`src/common/obi_pkg.sv`:
```
package obi_pkg;

    // OBI bus widths
    localparam int addr_width = 32;
    localparam int data_width = 32;
    localparam int be_width   = data_width / 8;

    // Subordinate memory geometry
    localparam int mem_words       = 256;
    localparam int mem_index_width = $clog2(mem_words);

    // Lowest address bit of the word index, bytes within a word sit below it
    localparam int mem_index_lsb = $clog2(be_width);

    // Wait-state fields of the configuration block
    localparam int wait_width = 3;
    localparam int wait_max   = (1 << wait_width) - 1;

    // Configuration register map
    localparam int cfg_addr_width = 1;
    localparam logic [cfg_addr_width-1:0] cfg_addr_gnt_wait    = 1'b0;
    localparam logic [cfg_addr_width-1:0] cfg_addr_rvalid_wait = 1'b1;

endpackage : obi_pkg
```
`src/obi_mem/obi_mem_cfg.sv`:
```
`timescale 1ns/1ps

module obi_mem_cfg (
    input  logic                               clk,
    input  logic                               rst_n,
    input  logic                               cfg_req_i,
    input  logic                               cfg_we_i,
    input  logic [obi_pkg::cfg_addr_width-1:0] cfg_addr_i,
    input  logic [obi_pkg::wait_width-1:0]     cfg_wdata_i,
    output logic                               cfg_ack_o,
    output logic [obi_pkg::wait_width-1:0]     cfg_rdata_o,
    output logic [obi_pkg::wait_width-1:0]     gnt_wait_o,
    output logic [obi_pkg::wait_width-1:0]     rvalid_wait_o
);

    import obi_pkg::*;

    logic                  access;
    logic [wait_width-1:0] gnt_wait_q;
    logic [wait_width-1:0] rvalid_wait_q;
    logic [wait_width-1:0] reg_rd;

    // New request seen while idle
    assign access = cfg_req_i && !cfg_ack_o;

    always_comb begin
        case (cfg_addr_i)
            cfg_addr_gnt_wait:    reg_rd = gnt_wait_q;
            cfg_addr_rvalid_wait: reg_rd = rvalid_wait_q;
            default:              reg_rd = '0;
        endcase
    end

    always_ff @(posedge clk or negedge rst_n) begin
        if (!rst_n) begin
            cfg_ack_o     <= 1'b0;
            gnt_wait_q    <= '0;
            rvalid_wait_q <= '0;
        end else if (access) begin
            cfg_ack_o <= 1'b1;
            if (cfg_we_i) begin
                case (cfg_addr_i)
                    cfg_addr_gnt_wait:    gnt_wait_q    <= cfg_wdata_i;
                    cfg_addr_rvalid_wait: rvalid_wait_q <= cfg_wdata_i;
                    default: ;
                endcase
            end
        end else if (cfg_ack_o && !cfg_req_i) begin
            cfg_ack_o <= 1'b0;
        end
    end

    // A write reads back the value it stored
    always_ff @(posedge clk) begin
        if (access) begin
            cfg_rdata_o <= cfg_we_i ? cfg_wdata_i : reg_rd;
        end
    end

    assign gnt_wait_o    = gnt_wait_q;
    assign rvalid_wait_o = rvalid_wait_q;

endmodule : obi_mem_cfg

```
`config.mk`:
```
export PLATFORM = sky130hd
export DESIGN_NAME = obi_mem_cfg
export DESIGN_NICKNAME = d
export VERILOG_FILES = /design/src/common/obi_pkg.sv /design/src/obi_mem/obi_mem_cfg.sv
export SDC_FILE = /design/constraint.sdc
export NUM_CORES = 1
export LEC_CHECK = 0
export BUFFER_PORTS_ARGS = -buffer_cell sky130_fd_sc_hd__buf_2
export CAP_MARGIN = 20
export CORE_AREA = 2 2 39 41
export DETAILED_ROUTE_END_ITERATION = 8
export DIE_AREA = 0 0 41 43
export HOLD_SLACK_MARGIN = 0.15
export PLACE_DENSITY_LB_ADDON = 0.25
export SLEW_MARGIN = 5
export SYNTH_ARGS = -nofsm -noshare
export SYNTH_HDL_FRONTEND = slang
export SYNTH_SLANG_ARGS = --single-unit
```
`constraint.sdc`:
```
create_clock -name clk -period 3.5 [get_ports clk]
set_input_delay 0.7 -clock clk [delete_from_list [all_inputs] [get_ports clk]]
set_output_delay 0.7 -clock clk [all_outputs]
set_load 0.03 [all_outputs]
```
==> impl_metrics.env <==
export IMPL_ys_ff_latch=10
export IMPL_first_global_vias=325
export IMPL_grt_pass1_wl_um=1280
export IMPL_die_y_um=43
export IMPL_drc=0
export IMPL_cts_tree="yes"
export IMPL_cp_slowest_cell="dfrtp_1"
export IMPL_clk_path_buf_depth=2
export IMPL_fin_setup_tns_ps=0
export IMPL_netlist_cell_type_count=10
export IMPL_critPathTopFamily="flip-flops"
export IMPL_cts_resized=0
export IMPL_peakVddDrop_uv=324
export IMPL_antenna_found_initial=0
export IMPL_area_growth_pct=30.6
export IMPL_fin_cells=67
export IMPL_clock_skew_ps=8.43
export IMPL_die_area_mm2=0.00176
export IMPL_wirelength_um=758
export IMPL_chipWidth_um=41
export IMPL_ioPinCount=18
export IMPL_drive_gt1_share_pct=52.9
export IMPL_status="complete, no violations"
export IMPL_ant_nets=0
export IMPL_first_iter_violations=2
export IMPL_period_needed_ps=1530
export IMPL_hold_path_class="in2async"
export IMPL_cp_startpoint="rvalid_wait_o[2]"
export IMPL_vias_per_cell=4.54
export IMPL_placed_cells=63
export IMPL_grt_max_degree=9
export IMPL_max_stage_delay_ps=400
export IMPL_core_mm2=0.00138
export IMPL_netlist_area_um2=429
export IMPL_yosys_area_top_type="dfrtp_1"
export IMPL_grtUsageTotal_pct=11.1
export IMPL_place_gp_congestion=0.714
export IMPL_path_clk_slew_ps=70
export IMPL_max_slew_margin_pct=84.8
export IMPL_power_leakage_nw=0.268
export IMPL_timing_final_crit_share_pct=43.8
export IMPL_clock_sinks=10
export IMPL_synthTopCellsByArea="dfrtp_1 41%, edfxtp_1 21%, mux2_2 18%, mux2i_1 7.0%, o21ai_0 3.5%"
export IMPL_overflow=0
export IMPL_tightest_slew_ps=228
export IMPL_arrival_ps=830
export IMPL_io_buffers=17
export IMPL_setup_viol=0
export IMPL_r2r_start="cfg_ack_o"
export IMPL_root_buffer="clkbuf_4"
export IMPL_vias=304
export IMPL_seq_area_frac_synth_pct=61.8
export IMPL_synth_cells=30
export IMPL_design_area_um2=561
export IMPL_postCtsSetupBuffers=0
export IMPL_clock_latency_ps=260
export IMPL_synth_top_area_share_pct=40.8
export IMPL_cts_buffers=3
export IMPL_critPathLaunchType="flop"
export IMPL_syn_area_per_cell_um2=14.3
export IMPL_start_util_pct=31.0
export IMPL_ys_warn_count=0
export IMPL_max_freq_mhz=652
export IMPL_htree_levels=1
export IMPL_crit_type="reg2out"
export IMPL_cp_data_required_time_ps=2800
export IMPL_nNetsFinal=61
export IMPL_critPathBufInv=1
export IMPL_synth_nets=39
export IMPL_antenna_cells=0
export IMPL_cp_cell_sequence="buf_2"
export IMPL_wl_per_cell_um=11.3
export IMPL_dr_pass1_iters=2
export IMPL_row_count=14
export IMPL_cp_end_kind="output pin"
export IMPL_cts_hold_buffers=0
export IMPL_drv_slew=0
export IMPL_hold_viol=0
export IMPL_crit_fanout=3
export IMPL_postPlaceCellArea_um2=534
export IMPL_maxCapViolations=0
export IMPL_p_per_area_mw_per_mm2=900
export IMPL_rsz0062_at_grt="no"
[registers in the layout, indices dropped and copies added, names as in the netlist]
name and cells:
cfg_rdata_o 3, gnt_wait_o 3, rvalid_wait_o 3, cfg_ack_o 1
[routing by layer]
layer	vias up	track usage, %	share of wire, %
li1	152	-	-
met1	142	12.2	46
met2	10	17.2	47
met3	0	4.71	6.5
met4	0	6.00	0
met5	-	0	0
[metrics by stage]
step | setup WS (ps) | total power, mW | hold WS [ps] | utilization (%)
floorplan | 1950 | 0.362 | 404 | -
global placement | 1740 | 0.428 | 516 | 38.6
detailed placement | 1740 | 0.429 | 518 | 38.6
CTS | 1960 | 0.511 | 259 | 40.5
global route | 1920 | 0.539 | 264 | 40.5
finish | 1970 | 0.505 | 262 | 40.5
[synthesized netlist by cell type (all sizes together)]
| library cell | n |
|---|---|
| dfrtp | 7 |
| o21ai | 3 |
| edfxtp | 3 |
| mux2i | 3 |
| nand3b | 1 |
| ha | 1 |
| nand2 | 3 |
| nand3 | 1 |
| mux2 | 7 |
| inv | 1 |
[cells in the final DEF, fill, tap and decap left out, drive strengths merged]
cell type	synthesis	routed
nand3b	1	1
mux2i	3	3
buf	0	17
ha	1	1
nand2	3	3
o21ai	3	3
mux2	7	7
dfrtp	7	7
nand3	1	1
inv	1	1
clkbuf	0	4
edfxtp	3	3
[area by class of cell]
cell class / instances / area, µm²
Tap cell: 16 / 20.0
Timing Repair Buffer: 17 / 85.1
Multi-Input combinational cell: 19 / 160
Sequential cell: 10 / 265
Inverter: 1 / 3.75
Fill cell: 144 / 823
Clock buffer: 4 / 26.3
[cell families after synthesis]
group | Yosys count | share of synthesized area, %
AOI/OAI and AO/OA | 3 | 3.50
adders and majority gates | 1 | 2.91
buffers and inverters | 1 | 0.874
muxes | 10 | 25.4
and+or+nand+nor | 5 | 5.54
DFF | 10 | 61.8
[final timing paths]
path	end	slack (ps)	depth (start not counted)
max in group asynchronous	rvalid_wait_o[1]	3070	1
min in group clk	gnt_wait_o[1]	530	1
hold reg to reg	gnt_wait_o[1]	530	1
hold / removal	gnt_wait_o[2]	260	1
setup reg to reg	gnt_wait_o[1]	2150	4
setup / recovery	rvalid_wait_o[2]	1970	1
[power breakdown]
group	leakage (nW)	switching [mW]	internal (mW)
Clock	0.0150	0.0365	0.0439
Combinational	0.140	0.144	0.0807
Sequential	0.112	0.0275	0.172
(Power assumes the default switching activity.)
